==> src/hdl/psgBusPkg.sv <==
// system memory bus as seen by the wave-table fetcher
package psgBusPkg;

	// ======================================================================
	// bus widths
	// ======================================================================

	// word address into system memory
	localparam int ADDR_W = 16;

	// one sample word per bus cycle
	localparam int DATA_W = 16;

	// ======================================================================
	// bus timing
	// ======================================================================

	// system clocks per clock-enable pulse, arbitration runs at this rate
	localparam int CE_DIV = 4;

endpackage

==> src/hdl/psgWavePkg.sv <==
// wave-table channel organisation and sample flow
package psgWavePkg;

	// eight wave-table channels share the bus
	localparam int NUM_CHAN = 8;
	localparam int CHAN_W = 3;

	// words in one wave table, the offset counter wraps after this
	localparam int WAVE_LEN = 16;
	localparam int OFS_W = 4;

	// ======================================================================
	// sample credits toward the consumer
	// ======================================================================

	localparam int CREDIT_W = 3;

	// free sample slots in the consumer after reset
	localparam logic [CREDIT_W-1:0] SAMPLE_CREDITS = 3'd4;

endpackage

==> src/hdl/psgBusArb.sv <==
module psgBusArb (
	input  logic                            clk,
	input  logic                            rst,
	input  logic                            ce,
	input  logic                            busIdle,
	input  logic [psgWavePkg::NUM_CHAN-1:0] chanReq,
	output logic                            grantValid,
	output logic [psgWavePkg::CHAN_W-1:0]   grantChan,
	output logic                            grantNew
);

	logic [psgWavePkg::CHAN_W-1:0] pickChan;
	logic anyReq;
	logic update;

	// lowest numbered requester wins, so scan from the top down
	always_comb begin
		pickChan = '0;
		for (int i = psgWavePkg::NUM_CHAN - 1; i >= 0; i--) begin
			if (chanReq[i]) begin
				pickChan = i[psgWavePkg::CHAN_W-1:0];
			end
		end
	end

	assign anyReq = |chanReq;

	// arbitration only happens between bus cycles
	assign update = ce & busIdle;

	always_ff @(posedge clk) begin
		if (rst) begin
			grantValid <= 1'b0;
			grantChan <= '0;
			grantNew <= 1'b0;
		end else begin
			grantNew <= update & anyReq;
			if (update) begin
				grantValid <= anyReq;
				// nobody asking, keep the last owner number
				if (anyReq) begin
					grantChan <= pickChan;
				end
			end
		end
	end

endmodule

==> src/hdl/psgChanAddr.sv <==
module psgChanAddr (
	input  logic                            clk,
	input  logic                            rst,
	input  logic                            cfgWe,
	input  logic [psgWavePkg::CHAN_W-1:0]   cfgChan,
	input  logic [psgBusPkg::ADDR_W-1:0]    cfgBase,
	input  logic                            cfgEnable,
	input  logic                            advance,
	input  logic [psgWavePkg::CHAN_W-1:0]   grantChan,
	output logic [psgWavePkg::NUM_CHAN-1:0] chanReq,
	output logic [psgBusPkg::ADDR_W-1:0]    chanAddr
);

	logic [psgBusPkg::ADDR_W-1:0] chanBase [psgWavePkg::NUM_CHAN];
	logic [psgWavePkg::OFS_W-1:0] chanOfs [psgWavePkg::NUM_CHAN];
	logic [psgWavePkg::OFS_W-1:0] curOfs;
	logic [psgWavePkg::OFS_W-1:0] nextOfs;

	// base of each wave table
	always_ff @(posedge clk) begin
		if (cfgWe) begin
			chanBase[cfgChan] <= cfgBase;
		end
	end

	// offsets and enables, a config write overrides a step to the same channel
	always_ff @(posedge clk) begin
		if (rst) begin
			chanReq <= '0;
			for (int i = 0; i < psgWavePkg::NUM_CHAN; i++) begin
				chanOfs[i] <= '0;
			end
		end else begin
			if (advance) begin
				chanOfs[grantChan] <= nextOfs;
			end
			if (cfgWe) begin
				chanOfs[cfgChan] <= '0;
				chanReq[cfgChan] <= cfgEnable;
			end
		end
	end

	assign curOfs = chanOfs[grantChan];

	// step through the table and wrap back to the base
	assign nextOfs = (int'(curOfs) == psgWavePkg::WAVE_LEN - 1) ? '0 : curOfs + 1'b1;

	assign chanAddr = chanBase[grantChan]
		+ {{(psgBusPkg::ADDR_W - psgWavePkg::OFS_W){1'b0}}, curOfs};

endmodule

==> src/hdl/psgClockEnable.sv <==
module psgClockEnable (
	input  logic clk,
	input  logic rst,
	output logic ce
);

	logic [$clog2(psgBusPkg::CE_DIV)-1:0] ceCnt;
	logic ceWrap;

	// last count of the divider period
	assign ceWrap = (int'(ceCnt) == psgBusPkg::CE_DIV - 1);

	always_ff @(posedge clk) begin
		if (rst) begin
			ceCnt <= '0;
		end else if (ceWrap) begin
			ceCnt <= '0;
		end else begin
			ceCnt <= ceCnt + 1'b1;
		end
	end

	// one clock wide, once per divider period
	assign ce = ceWrap;

endmodule

==> src/hdl/psgFetchCtrl.sv <==
module psgFetchCtrl (
	input  logic                          clk,
	input  logic                          rst,
	input  logic                          grantNew,
	input  logic [psgWavePkg::CHAN_W-1:0] grantChan,
	input  logic [psgBusPkg::ADDR_W-1:0]  chanAddr,
	input  logic                          busAck,
	input  logic [psgBusPkg::DATA_W-1:0]  busDat,
	input  logic                          sampleCredit,
	output logic                          busIdle,
	output logic                          busCyc,
	output logic [psgBusPkg::ADDR_W-1:0]  busAdr,
	output logic                          advance,
	output logic                          sampleValid,
	output logic [psgWavePkg::CHAN_W-1:0] sampleChan,
	output logic [psgBusPkg::DATA_W-1:0]  sampleData
);

	typedef enum logic [1:0] {
		stIdle,
		stCyc,
		stDeliver
	} fetchStateT;

	fetchStateT state;
	logic [psgWavePkg::CREDIT_W-1:0] credits;
	logic start;

	// a fresh grant only turns into a bus cycle if the consumer has room
	assign start = (state == stIdle) && grantNew && (credits != '0);

	// ======================================================================
	// bus cycle FSM
	// ======================================================================

	always_ff @(posedge clk) begin
		if (rst) begin
			state <= stIdle;
		end else begin
			case (state)
				stIdle: begin
					if (start) begin
						state <= stCyc;
					end
				end
				stCyc: begin
					if (busAck) begin
						state <= stDeliver;
					end
				end
				default: begin
					state <= stIdle;
				end
			endcase
		end
	end

	// address and channel are frozen for the whole cycle
	always_ff @(posedge clk) begin
		if (start) begin
			busAdr <= chanAddr;
			sampleChan <= grantChan;
		end
		if ((state == stCyc) && busAck) begin
			sampleData <= busDat;
		end
	end

	// ======================================================================
	// credits toward the sample consumer
	// ======================================================================

	always_ff @(posedge clk) begin
		if (rst) begin
			credits <= psgWavePkg::SAMPLE_CREDITS;
		end else begin
			// start and return together leave the count alone
			case ({start, sampleCredit})
				2'b10: credits <= credits - 1'b1;
				2'b01: credits <= credits + 1'b1;
				default: credits <= credits;
			endcase
		end
	end

	assign busIdle = (state == stIdle);
	assign busCyc = (state == stCyc);
	assign sampleValid = (state == stDeliver);

	// offset steps in the same cycle the sample leaves
	assign advance = (state == stDeliver);

endmodule

==> src/hdl/psgWaveFetch.sv <==
module psgWaveFetch (
	input  logic                          clk,
	input  logic                          rst,
	input  logic                          cfgWe,
	input  logic [psgWavePkg::CHAN_W-1:0] cfgChan,
	input  logic [psgBusPkg::ADDR_W-1:0]  cfgBase,
	input  logic                          cfgEnable,
	input  logic                          busAck,
	input  logic [psgBusPkg::DATA_W-1:0]  busDat,
	input  logic                          sampleCredit,
	output logic                          busCyc,
	output logic [psgBusPkg::ADDR_W-1:0]  busAdr,
	output logic                          sampleValid,
	output logic [psgWavePkg::CHAN_W-1:0] sampleChan,
	output logic [psgBusPkg::DATA_W-1:0]  sampleData
);

	logic ce;
	logic busIdle;
	logic [psgWavePkg::NUM_CHAN-1:0] chanReq;
	logic [psgWavePkg::CHAN_W-1:0] grantChan;
	logic grantNew;
	logic [psgBusPkg::ADDR_W-1:0] chanAddr;
	logic advance;

	// ======================================================================
	// arbitration
	// ======================================================================

	psgClockEnable i_psgClockEnable (
		.clk (clk),
		.rst (rst),
		.ce  (ce)
	);

	psgBusArb i_psgBusArb (
		.clk        (clk),
		.rst        (rst),
		.ce         (ce),
		.busIdle    (busIdle),
		.chanReq    (chanReq),
		.grantValid (),
		.grantChan  (grantChan),
		.grantNew   (grantNew)
	);

	// ======================================================================
	// channel addressing and bus cycles
	// ======================================================================

	psgChanAddr i_psgChanAddr (
		.clk       (clk),
		.rst       (rst),
		.cfgWe     (cfgWe),
		.cfgChan   (cfgChan),
		.cfgBase   (cfgBase),
		.cfgEnable (cfgEnable),
		.advance   (advance),
		.grantChan (grantChan),
		.chanReq   (chanReq),
		.chanAddr  (chanAddr)
	);

	psgFetchCtrl i_psgFetchCtrl (
		.clk          (clk),
		.rst          (rst),
		.grantNew     (grantNew),
		.grantChan    (grantChan),
		.chanAddr     (chanAddr),
		.busAck       (busAck),
		.busDat       (busDat),
		.sampleCredit (sampleCredit),
		.busIdle      (busIdle),
		.busCyc       (busCyc),
		.busAdr       (busAdr),
		.advance      (advance),
		.sampleValid  (sampleValid),
		.sampleChan   (sampleChan),
		.sampleData   (sampleData)
	);

endmodule

==> config.mk <==
export PLATFORM = sky130hd
export DESIGN_NAME = psgWaveFetch
export DESIGN_NICKNAME = d
export VERILOG_FILES = /design/src/hdl/psgBusPkg.sv /design/src/hdl/psgWavePkg.sv /design/src/hdl/psgBusArb.sv /design/src/hdl/psgChanAddr.sv /design/src/hdl/psgClockEnable.sv /design/src/hdl/psgFetchCtrl.sv /design/src/hdl/psgWaveFetch.sv
export SDC_FILE = /design/constraint.sdc
export NUM_CORES = 1
export LEC_CHECK = 0
export BUFFER_PORTS_ARGS = -buffer_cell sky130_fd_sc_hd__buf_2
export CORE_MARGIN = 3
export CORE_UTILIZATION = 50
export DETAILED_ROUTE_END_ITERATION = 8
export PLACE_DENSITY_LB_ADDON = 0.05
export SLEW_MARGIN = 20
export SYNTH_ARGS = -nofsm -noshare
export SYNTH_HDL_FRONTEND = slang
export SYNTH_SLANG_ARGS = --single-unit
==> constraint.sdc <==
create_clock -name clk -period 4.21 [get_ports clk]
set_clock_uncertainty 0.15 [all_clocks]
set_input_delay 0.2105 -clock clk [delete_from_list [all_inputs] [get_ports clk]]
set_output_delay 0.2105 -clock clk [all_outputs]
set_load 0.1 [all_outputs]
==> results of run 1 <==
[power by group]
part | internal [mW] | total, mW | switching, mW
combinational | 0.0729 | 0.176 | 0.103
clock | 1.42 | 2.23 | 0.806
sequential | 2.35 | 2.37 | 0.0157
[kinds of logic after synthesis]
group | after synthesis | synth area share
AOI/OAI and AO/OA | 77 | 0.0541
xor gates and xnor gates | 15 | 0.0148
adders and majority gates | 9 | 0.0144
buffers and inverters | 45 | 0.0247
DFF | 217 | 0.674
muxes | 68 | 0.134
and+or+nand+nor | 156 | 0.0839
[through the flow]
stage	util	power (mW)	hold slack (ns)	cell area (sq um)	instances
floorplan	-	2.49	0.159	8860	587
global placement	0.548	2.56	0.237	9470	877
detailed placement	0.548	2.56	0.239	9470	877
CTS	0.616	4.81	0.0231	10700	952
global route	0.616	4.92	0.0547	10700	952
finish	0.616	4.77	0.0349	10700	952
[cell usage in the layout (no fill, tap or decap), types with 7 or more instances in the layout]
master         count
xnor2_1            9
dlygate4sd3_1     35
inv_1             17
nand3_1           33
mux2i_1           28
o21ai_0           21
a21oi_1           25
nor2_1            36
bufinv_16          7
nand2_1           44
mux4_2            23
nand4_1           12
edfxtp_1         163
and3_1             7
buf_4             10
a31oi_1           11
nor2b_1            8
buf_2             77
dfxtp_1           53
clkinv_1           8
ha_1               7
mux4_1            13
clkbuf_16         23
[critical path: stages (launching register included)]
cell	delay, ns
dfxtp_2	0.58
buf_4	0.26
mux4_2	0.50
mux2i_1	0.26
inv_1	0.08
ha_1	0.27
a21o_1	0.11
a21oi_1	0.09
o21bai_1	0.35
nand4_1	0.29
nor3b_2	0.28
xnor2_1	0.09
[final cells by class]
type	count	area share
Clock buffer	24	0.0543
Clock inverter	16	0.0243
Inverter	23	0.00810
Multi-Input combinational cell	325	0.250
Sequential cell	217	0.561
Tap cell	225	0.0264
Timing Repair Buffer	122	0.0761
[routing by layer]
metal / share of wire / up-vias
met5: 0 / -
met4: 0.031 / 0
met3: 0.054 / 46
met2: 0.47 / 196
met1: 0.44 / 2657
li1: - / 2497
[how the worst max path moves through the flow]
stage	start	slack [ns]	cells past startpoint	end
after floorplan	flip-flop	0.75	16	i_psgFetchCtrl.busAdr[14]$_DFFE_PP_
after global placement	flip-flop	0.71	11	i_psgFetchCtrl.busAdr[15]$_DFFE_PP_
after detailed placement	flip-flop	0.60	11	i_psgFetchCtrl.busAdr[15]$_DFFE_PP_
after CTS	flip-flop	0.60	11	i_psgFetchCtrl.busAdr[15]$_DFFE_PP_
after global routing	flip-flop	0.37	11	i_psgFetchCtrl.busAdr[15]$_DFFE_PP_
final	flip-flop	0.66	11	i_psgFetchCtrl.busAdr[15]$_DFFE_PP_
[state kept, by name (all words and copies together) (netlist names), 3 cells and up, named ones only]
register                   flops
i_psgFetchCtrl.busAdr         16
i_psgBusArb.grantChan          3
i_psgFetchCtrl.sampleChan      3
i_psgFetchCtrl.credits         3
i_psgChanAddr.chanReq          8
i_psgFetchCtrl.sampleData     16
i_psgChanAddr.chanBase       128
i_psgChanAddr.chanOfs         32
==> reports/results.txt, run 1 <==
The sequential area share after synthesis is 0.674. The logs give 0 for the max-cap violation count and 587 for the number of cells produced by synthesis. Yosys mapped a number of flops with a built-in enable equal to 163. The share of layout cells above drive strength 1 is 0.224. Share of the synthesized area in the top cell type: 0.552. The average cell area after synthesis is 15.1 sq um, and the internal reg-to-reg setup slack is 0.66 ns.

The final period demand of the worst path is 3.55 ns. The die is 139 um tall. The count of final hold-check violations is 0, and the largest fanout of any net on the critical path is 13. The global routing stage identified its most utilized layer as met2.

By instance count, the leading cell after synthesis is edfxtp_1. Power spread over the standard cell area amounts to 448 nW/um^2. After synthesis, the cell types taking the most area are edfxtp_1, dfxtp_1, mux4_2. TritonCTS created 22 clock buffers.

Dividing the detail-routed wire length by the instance count gives 20.3 um. Fill cells in the final layout number 1,295. The number of cells on the worst reg-to-reg path works out to 11.

The number of vias per cell was 5.67; the overall fraction of global-route tracks in use was 0.203. For the number of remaining DRC errors, the log shows 0. The analysis attributes to cell leakage a power of 3.69 nW. The run gives 35 as the pin count of the biggest net entering global routing. Worst slew margin relative to its limit: 0.266. Endpoint kind of the worst setup timing path: a flip-flop. The startpoint identified for the worst hold timing path is sampleCredit. The effective utilization at floorplan came out at 0.512. The number of nets handed over by synthesis was 637. Timing would allow up to 0.282 GHz. The count of buffers added on input and output ports is 77.

The cell depth of the worst hold path is 4. During I/O placement, the number of pins put on the boundary was 78. Compared with the post-synthesis result, the final layout area differs by 20.3%. The number of max-slew violations in the final report is 0, and the clock input transition at the sequential cells of the worst setup and hold paths is 0.07 ns. For the post-placement worst setup slack, the log shows 0.597 ns. Among all flip-flop cells after synthesis, the most frequent one is edfxtp_1. After synthesis the netlist holds a flip-flop and latch count of 217. The run gives 0 ns as the final total negative setup slack. Final setup slack of the worst path: 0.662 ns.

The critical path class was flip-flop to flip-flop. The tools report the standard-cell row count as 48. The detail route stage leaves a number of antenna-violating nets equal to 0.

After global routing the overflow that remains totals 0. The run gives 0 as the number of warning messages in the yosys log. The logs give 0.352 mV for the maximum vdd ir drop and 0 for the number of antenna violations at the first check in global routing. The cell sitting at the root of the clock tree is a clkbuf_16.

For the H-tree depth, the log shows 1. The die covers 19,400 sq um. The logs give 4.32 ns for the required time reported for the critical path endpoint and 3 for the maximum buffer depth of the clock tree.

The source-to-sink clock delay at the later pin of the worst-skew pair is 0.51 ns. The number of global-route vias before repair is 5,667. Synthesis instantiated 49 different standard cells from the library.

The global routing met2 resource utilization is 0.325, and the number of sinks handled by clock tree synthesis is 217. The run gives 0 as the number of buffers added for setup after CTS. TritonCTS built the clock tree.

The detailed router finished its first iteration with 438 violations. The met3 demand-to-capacity share in global routing is 0.0334, and the total vias in the final route is 5,396. By count the netlist is led by edfxtp_1, dfxtp_1, nand2_1, nor2_1, nand3_1. The antenna diode instance count is 0, and the number of instances resized during post-cts repair is 0.

Setup repair after global routing left no endpoint under its margin. The run finished with clean final reports. The final layout contains routed wiring with a total length of 19,300 um. Buffers inserted to repair hold after CTS numbered 35. The first detailed-routing pass ran for 5 iterations. The endpoint identified for the worst register-to-register timing path is i_psgFetchCtrl.busAdr[15]$_DFFE_PP_. The synthesized design spends more area on one cell type than any other, namely edfxtp_1. The multi-input combinational cells in the finished layout cover a total of 2670 sq um. The floorplan step set the die width to 139 um. The min-delay analysis places its worst path in the category primary input to flip-flop. Share of flip-flops with an asynchronous set or reset: 0. The tools report the element type at the critical path start as a flip-flop. The floorplan step defined a core boundary enclosing 17,300 sq um. The final critical-path share of the clock period came out at 0.843.

For the area taken by flip-flops and latches, the log shows 5980 sq um. The hold-critical path endpoint was i_psgFetchCtrl.credits[1]$_SDFFE_PP0P_. At the pin with the least slew margin, the transition time is 1.10 ns.

The logs give 30,800 um for the wire length of the first global-routing pass and 0 for the setup violation total in the final timing report. Count of nets after finishing: 761. The HPWL reported at the end of detailed placement was 12,100 um; the data arrival time of the worst path was 3.65 ns. For the global routing usage on met1, the log shows 0.278.

The synthesized netlist occupies a cell area of 8860 sq um. The global placement routability congestion is 0.862.
Power figures use the tool's default switching activity.
==> run 2: changes to the inputs <==
Clock period 4.21 ns to 3.05 ns, I/O delays scaled along.
==> run 2 against run 1 <==
  * Power up 32%
  * Wire length up 3.4%
  * Clock power is 24% higher
  * Non-clock buffer count grew 34
  * Setup slack got worse by 0.63 ns
  * Hold slack improved by 0.0026 ns
  * Core utilization rose by 2.1 points
  * Global-route usage is 0.23 points higher
  * Sequential power up 38%
  * Largest cell class unchanged
==> reports/results.txt, run 2 (same netlist as run 1, synthesis figures left out) <==
Summed over all cells, the static leakage comes to 3.88 nW. The critical path class was flip-flop to flip-flop. The count of routing violations after the opening detailed-route iteration was 289; the number of flip-flops in the largest register was 128. Port buffering added 77 buffers. The core region is 17,300 sq um. The initialized floorplan defines 48 standard-cell rows. The final setup slack of the worst path came out at 0.0307 ns.

After routing, the total negative slack on setup checks comes to 0 ns. The share of layout cells above drive strength 1 came out at 0.274. The root buffer cell chosen for the clock tree is clkbuf_16. For the cell count after placement, the log shows 899. The most flop-heavy register was i_psgChanAddr.chanBase. The largest registers in the layout are i_psgChanAddr.chanBase: 128 flops, i_psgChanAddr.chanOfs: 32 flops. Count of final hold-check violations: 0. Before antenna repair, the detailed router went through 5 iterations. The floorplan step set the die height to 139 um. STA classifies the critical path startpoint as a flip-flop. The power density of the placed cells was 570 nW/um^2; the effective utilization at floorplan was 0.512.

For the overflow left after global routing, the log shows 0. Entering global routing, the biggest net connects 35 pins. After clock tree synthesis, the clock-pin slew on the worst setup and hold paths is 0.06 ns. The routed design has 20,000 um of wire. The run gives 0 as the number of max-slew violations in the final report. The path class of the lowest-slack min-delay path was primary input to flip-flop. The top-level I/O count came out at 78. The source-to-sink clock delay at the later pin of the worst-skew pair was 0.50 ns. Setup repair after global routing could not meet its margin everywhere.

The post-layout utilization of the core is 0.638, and the largest fanout of any net on the critical path is 8. Detail-routed net length per standard cell: 20.3 um. At the pin with the least slew margin, the transition time is 0.720 ns. Counting I/O delays and the setup requirement, the final critical path takes 3.02 ns. The post-placement worst setup slack is -0.0264 ns.

The final critical-path share of the clock period works out to 0.990. TritonCTS built the clock tree. The die is 139 um wide. The antenna diode instance count is 0, and the max-cap violation count is 0.

The floorplan step defined a die boundary enclosing 19,400 sq um. The wire length of the first global-routing pass is 31,300 um, and the number of antenna violations at the first check in global routing is 0. The non-filler instance count after layout came out at 988. The global placement routability congestion is 0.789, and the total CTS buffers is 23. The number of vias per cell was 5.60. For the worst setup path, the data required time is 3.14 ns.

Detailed routing inserted a total of 5,533 vias. Maximum buffer depth of the clock tree: 3. Derived from the worst setup path, the maximum achievable clock frequency is 0.331 GHz. The run gives 0.544 mV as the maximum vdd ir drop. The net count of the finished layout is 796. The number of sinks handled by clock tree synthesis was 217; the area taken by flip-flops and latches was 5980 sq um.

Leaving out fill and tap cells, the most frequent cells in the layout are edfxtp_1, buf_2, dfxtp_1. Relative to the synthesized area, the layout overhead comes to 24.4%. The logs give 0.205 for the overall fraction of global-route tracks in use and 0 for the number of nets with antenna violations after routing. The endpoint kind of the worst setup timing path is a flip-flop. The tools report the number of global-route vias before repair as 5,673.

The layout filler cell count came out at 1,291. Detailed placement finished with a half-perimeter wire length of 12,800 um. The data arrival time of the worst path was 3.11 ns; the setup violation total in the final timing report was 0.

In the final layout, the multi-input gates occupy 2760 sq um. The library cell used most frequently in the layout, excluding fill and tap cells, is edfxtp_1. The flow ran to the end, and the final reports show no timing, DRC or antenna violations.

The worst slew margin relative to its limit is 0.520, and the power consumption is 6.29 mW. In the routed design, unresolved DRC markers number 0. For the H-tree depth, the log shows 1.
## run 2: changes by cell type in the layout (fill, tap and decap cells not counted), sizes merged
cell / delta
buf: +29
bufinv: -4
clkbuf: +5
clkinv: -3
clkinvlp: -1
dlygate4sd3: +4
inv: +6
## run 2: per-layer routing
metal	GRT usage	share of wire
met1	0.300	0.45
met2	0.330	0.48
met3	0.0252	0.049
met4	0.0577	0.022
met5	0	0
## run 2: worst max-delay path: stages, from the launching register on
cell and delay [ns]:
dfxtp_4 0.37, buf_12 0.15, buf_6 0.11, mux2i_2 0.14
mux4_2 0.52, buf_6 0.15, fa_2 0.40, inv_2 0.07
a21oi_2 0.05, o21bai_1 0.20, and3_4 0.24, nand3_2 0.08
xor2_1 0.14
## run 2: what timing repair did
item | CTS | global route
gates cloned | 0 | 1
buffers inserted | 2 | 5
hold buffers | 39 | 0
pin swaps | 1 | 9
resized for setup | 1 | 17
hold endpoints to repair | 160 | 0
endpoints found under the setup margin | 2 | 7
## run 2: final timing paths
| check | end | cells past startpoint | startpoint | slack, ns |
|---|---|---|---|---|
| setup reg to reg | i_psgFetchCtrl.busAdr[14]$_DFFE_PP_ | 12 | flip-flop | 0.03 |
| hold / removal | i_psgChanAddr.chanOfs[7][1]$_SDFFE_PP0P_ | 4 | cfgChan[2] | 0.04 |
| hold reg to reg | i_psgClockEnable.ceCnt[0]$_SDFF_PP0_ | 1 | i_psgClockEnable.ceCnt[0]$_SDFF_PP0_ | 0.28 |
| setup / recovery | i_psgFetchCtrl.busAdr[14]$_DFFE_PP_ | 12 | flip-flop | 0.03 |
## run 2: stage by stage
stage               instance area, sq um  hold WS, ns
floorplan                           8930        0.101
global placement                    9720        0.180
detailed placement                  9720        0.181
CTS                                10900       0.0103
global route                       11000       0.0859
finish                             11000       0.0375
## run 2: layout make-up
class                           instances  area share
Clock buffer                           28      0.0557
Clock inverter                         14      0.0129
Inverter                               23     0.00783
Multi-Input combinational cell        325       0.250
Sequential cell                       217       0.542
Tap cell                              225      0.0255
Timing Repair Buffer                  156       0.105
## run 2: report_power, final
part           leakage (nW)  switching [mW]  internal [mW]
Sequential             1.92          0.0220           3.24
Clock                 0.376            1.08           1.68
Combinational          1.59           0.149          0.113
==> run 3: changes to the inputs <==
Settings changed: CTS_BUF_LIST set to sky130_fd_sc_hd__clkbuf_8.
==> run 3 against run 2 <==
  * Combinational power about the same
  * Hold slack improved by 0.16 ns
  * Die area unchanged
  * Core utilization is 0.59 points lower
  * Critical path type unchanged
  * Largest power group unchanged
  * Highest routed layer unchanged
==> reports/results.txt, run 3 (same netlist as run 1, synthesis figures left out) <==
The run finished with clean final reports. The HPWL reported at the end of detailed placement was 12,800 um; the count of final hold-check violations was 0. The height of the die works out to 139 um. For the portion of total power attributed to the clock network, the log shows 0.393. The clock reaches the later pin of the worst-skew pair after 0.51 ns. The tools report the detailed-routing iteration count for the pre-antenna-repair pass as 4.

For the H-tree depth, the log shows 2. The number of global-route vias before repair is 5,760. The global placement routability congestion was 0.789.

The logs give 3 for the maximum buffer depth of the clock tree and 4.56 mW for the cell-internal power. The area occupied by multi-input gates is 2750 sq um, and the pin count of the biggest net entering global routing is 35. The area of the die is 19,400 sq um, and the switching power share of the total is 0.217. The critical path class was flip-flop to flip-flop.

For the count of routing violations after the opening detailed-route iteration, the log shows 307. The run gives 0.210 as the overall fraction of global-route tracks in use. The share of layout cells above drive strength 1 was 0.278; the total wire length after detailed routing was 20,200 um.

For the number of remaining DRC errors, the log shows 0. The path class of the lowest-slack min-delay path is primary input to flip-flop. The clock input transition at the sequential cells of the worst setup and hold paths is 0.06 ns. STA puts the critical path data arrival time at 3.12 ns. Setup repair after global routing could not meet its margin everywhere.

The register with the most flip-flops in the layout has 128 of them. The area growth from synthesis to layout is 23.3%. The final critical-path share of the clock period works out to 0.992.

Once detail routing completed, the nets flagged for antenna violations numbered 0. After floorplanning, the core was divided into 48 placement rows. The number of max-slew violations in the final report came out at 0.

The library cells used most frequently in the layout, excluding fill and tap cells, are edfxtp_1, buf_2, dfxtp_1. IR analysis of the VDD net gives a maximum drop of 0.384 mV. Max-cap violations in this run came to 0. The power density of the placed cells is 533 nW/um^2, and the wire length of the first global-routing pass is 31,800 um. The sequential cells in the finished layout cover a total of 5980 sq um.

The tools report the element type at the critical path start as a flip-flop. The total area inside the core boundary comes to 17,300 sq um. The overflow left after global routing is 0, and the required time reported for the critical path endpoint is 3.15 ns. For the pin with the worst max-slew slack, the measured transition is 0.757 ns. The most flop-heavy register was i_psgChanAddr.chanBase. Fill cells in the final layout number 1,325. TritonCTS built the clock tree. Setup violations remaining at the end of the flow were counted as 0. After detailed routing, the average wire length per cell comes to 20.0 um.

Leaving out fill and tap cells, the most frequent cell in the layout is edfxtp_1. The final route contains 5,604 vias. The number of antenna violations at the first check in global routing is 0.

STA classifies the critical path endpoint as a flip-flop. Proportion of power drawn by combinational gates: 0.045. The logs give 0.632 for the post-layout utilization of the core and 0.561 for the sequential share of power.

Total CTS buffers: 37. The count of input and output buffers is 77, and the top-level I/O count is 78. The clock root buffer is clkbuf_8. For the count of nets after finishing, the log shows 811. In the final layout, the registers with the most flip-flops are i_psgChanAddr.chanBase: 128 flops, i_psgChanAddr.chanOfs: 32 flops.

The logs give 0.496 for the worst slew margin relative to its limit and 899 for the cell count after placement. Of all nets on the critical path, the largest fanout is 8. The finished layout holds 1,010 standard cells, fillers aside.

The effective utilization at floorplan came out at 0.512. Based on the critical path, the design can be clocked at up to 0.331 GHz. For the total net switching power, the log shows 1.26 mW.

The number of sinks handled by clock tree synthesis was 217; the number of vias per cell was 5.55. The die is 139 um wide. In this run the static leakage power is 3.90 nW. The worst path needs 3.02 ns of the cycle, external delays included. The number of antenna diodes in the final layout is 0.
run 3: cell types whose count changed in the layout (fill, tap and decap cells not counted), sizes merged:
cell and change:
buf -1, clkbuf +12, inv +13, dlygate4sd3 +2, bufinv -3, clkinv -2, clkinvlp +1
run 3: routing by layer:
metal	global-route usage	share of wire	routed length, um	vias to the layer above
li1	-	-	-	2605
met1	0.301	0.45	9050	2757
met2	0.325	0.48	9660	193
met3	0.0431	0.050	1000	49
met4	0.0716	0.026	522	0
met5	0	0	0	-
run 3: path summary, 6_finish.rpt:
kind,from,end,slack [ns],depth (start not counted)
max,flip-flop,i_psgFetchCtrl.busAdr[14]$_DFFE_PP_,0.03,12
min,busDat[3],i_psgFetchCtrl.sampleData[3]$_DFFE_PP_,0.20,2
max reg2reg,flip-flop,i_psgFetchCtrl.busAdr[14]$_DFFE_PP_,0.03,12
min reg2reg,i_psgClockEnable.ceCnt[0]$_SDFF_PP0_,i_psgClockEnable.ceCnt[0]$_SDFF_PP0_,0.28,1
run 3: power groups by stage:
stage	Sequential, mW	Clock [mW]	Combinational [mW]
after detailed placement	3.33	0	0.221
after global placement	3.32	0	0.213
after CTS	3.27	2.34	0.262
after global routing	3.27	2.50	0.289
final	3.27	2.29	0.264
after floorplan	3.33	0	0.110
run 3: critical path, cell delays in order (launching register included):
cell,delay [ns]
dfxtp_4,0.36
buf_12,0.15
buf_6,0.12
mux2i_2,0.14
mux4_2,0.52
buf_6,0.15
fa_2,0.40
inv_2,0.07
a21oi_2,0.04
o21bai_1,0.20
and3_4,0.24
nand3_2,0.08
xor2_1,0.14
run 3: final cells by class:
class | instances | share of cell area
well taps | 225 | 0.0258
inverters | 23 | 0.00790
clock inverters | 23 | 0.00859
flip-flops and latches | 217 | 0.547
clock buffers | 40 | 0.0504
repair buffers | 157 | 0.108
multi-input cells | 325 | 0.252
run 3: through the flow:
stage	setup slack (ns)	power (mW)	TNS, ns	hold slack, ns	cell area, sq um
final	0.0255	5.82	0	0.202	10900
after global placement	0.0430	3.54	0	0.180	9720
after global routing	-0.0902	6.06	-0.305	0.182	10900
after detailed placement	-0.0264	3.55	-0.0407	0.181	9720
after CTS	0.000313	5.87	0	0.171	10800
after floorplan	-0.0761	3.44	-0.307	0.101	8930
run 3: repair_timing:
| action | in CTS | in global routing |
|---|---|---|
| cloned | 0 | 1 |
| buffers inserted | 2 | 4 |
| hold buffers | 41 | 0 |
| pin swaps | 1 | 9 |
| setup endpoints to repair | 2 | 7 |
| gates resized for setup | 1 | 18 |
| hold endpoints to repair | 165 | 0 |
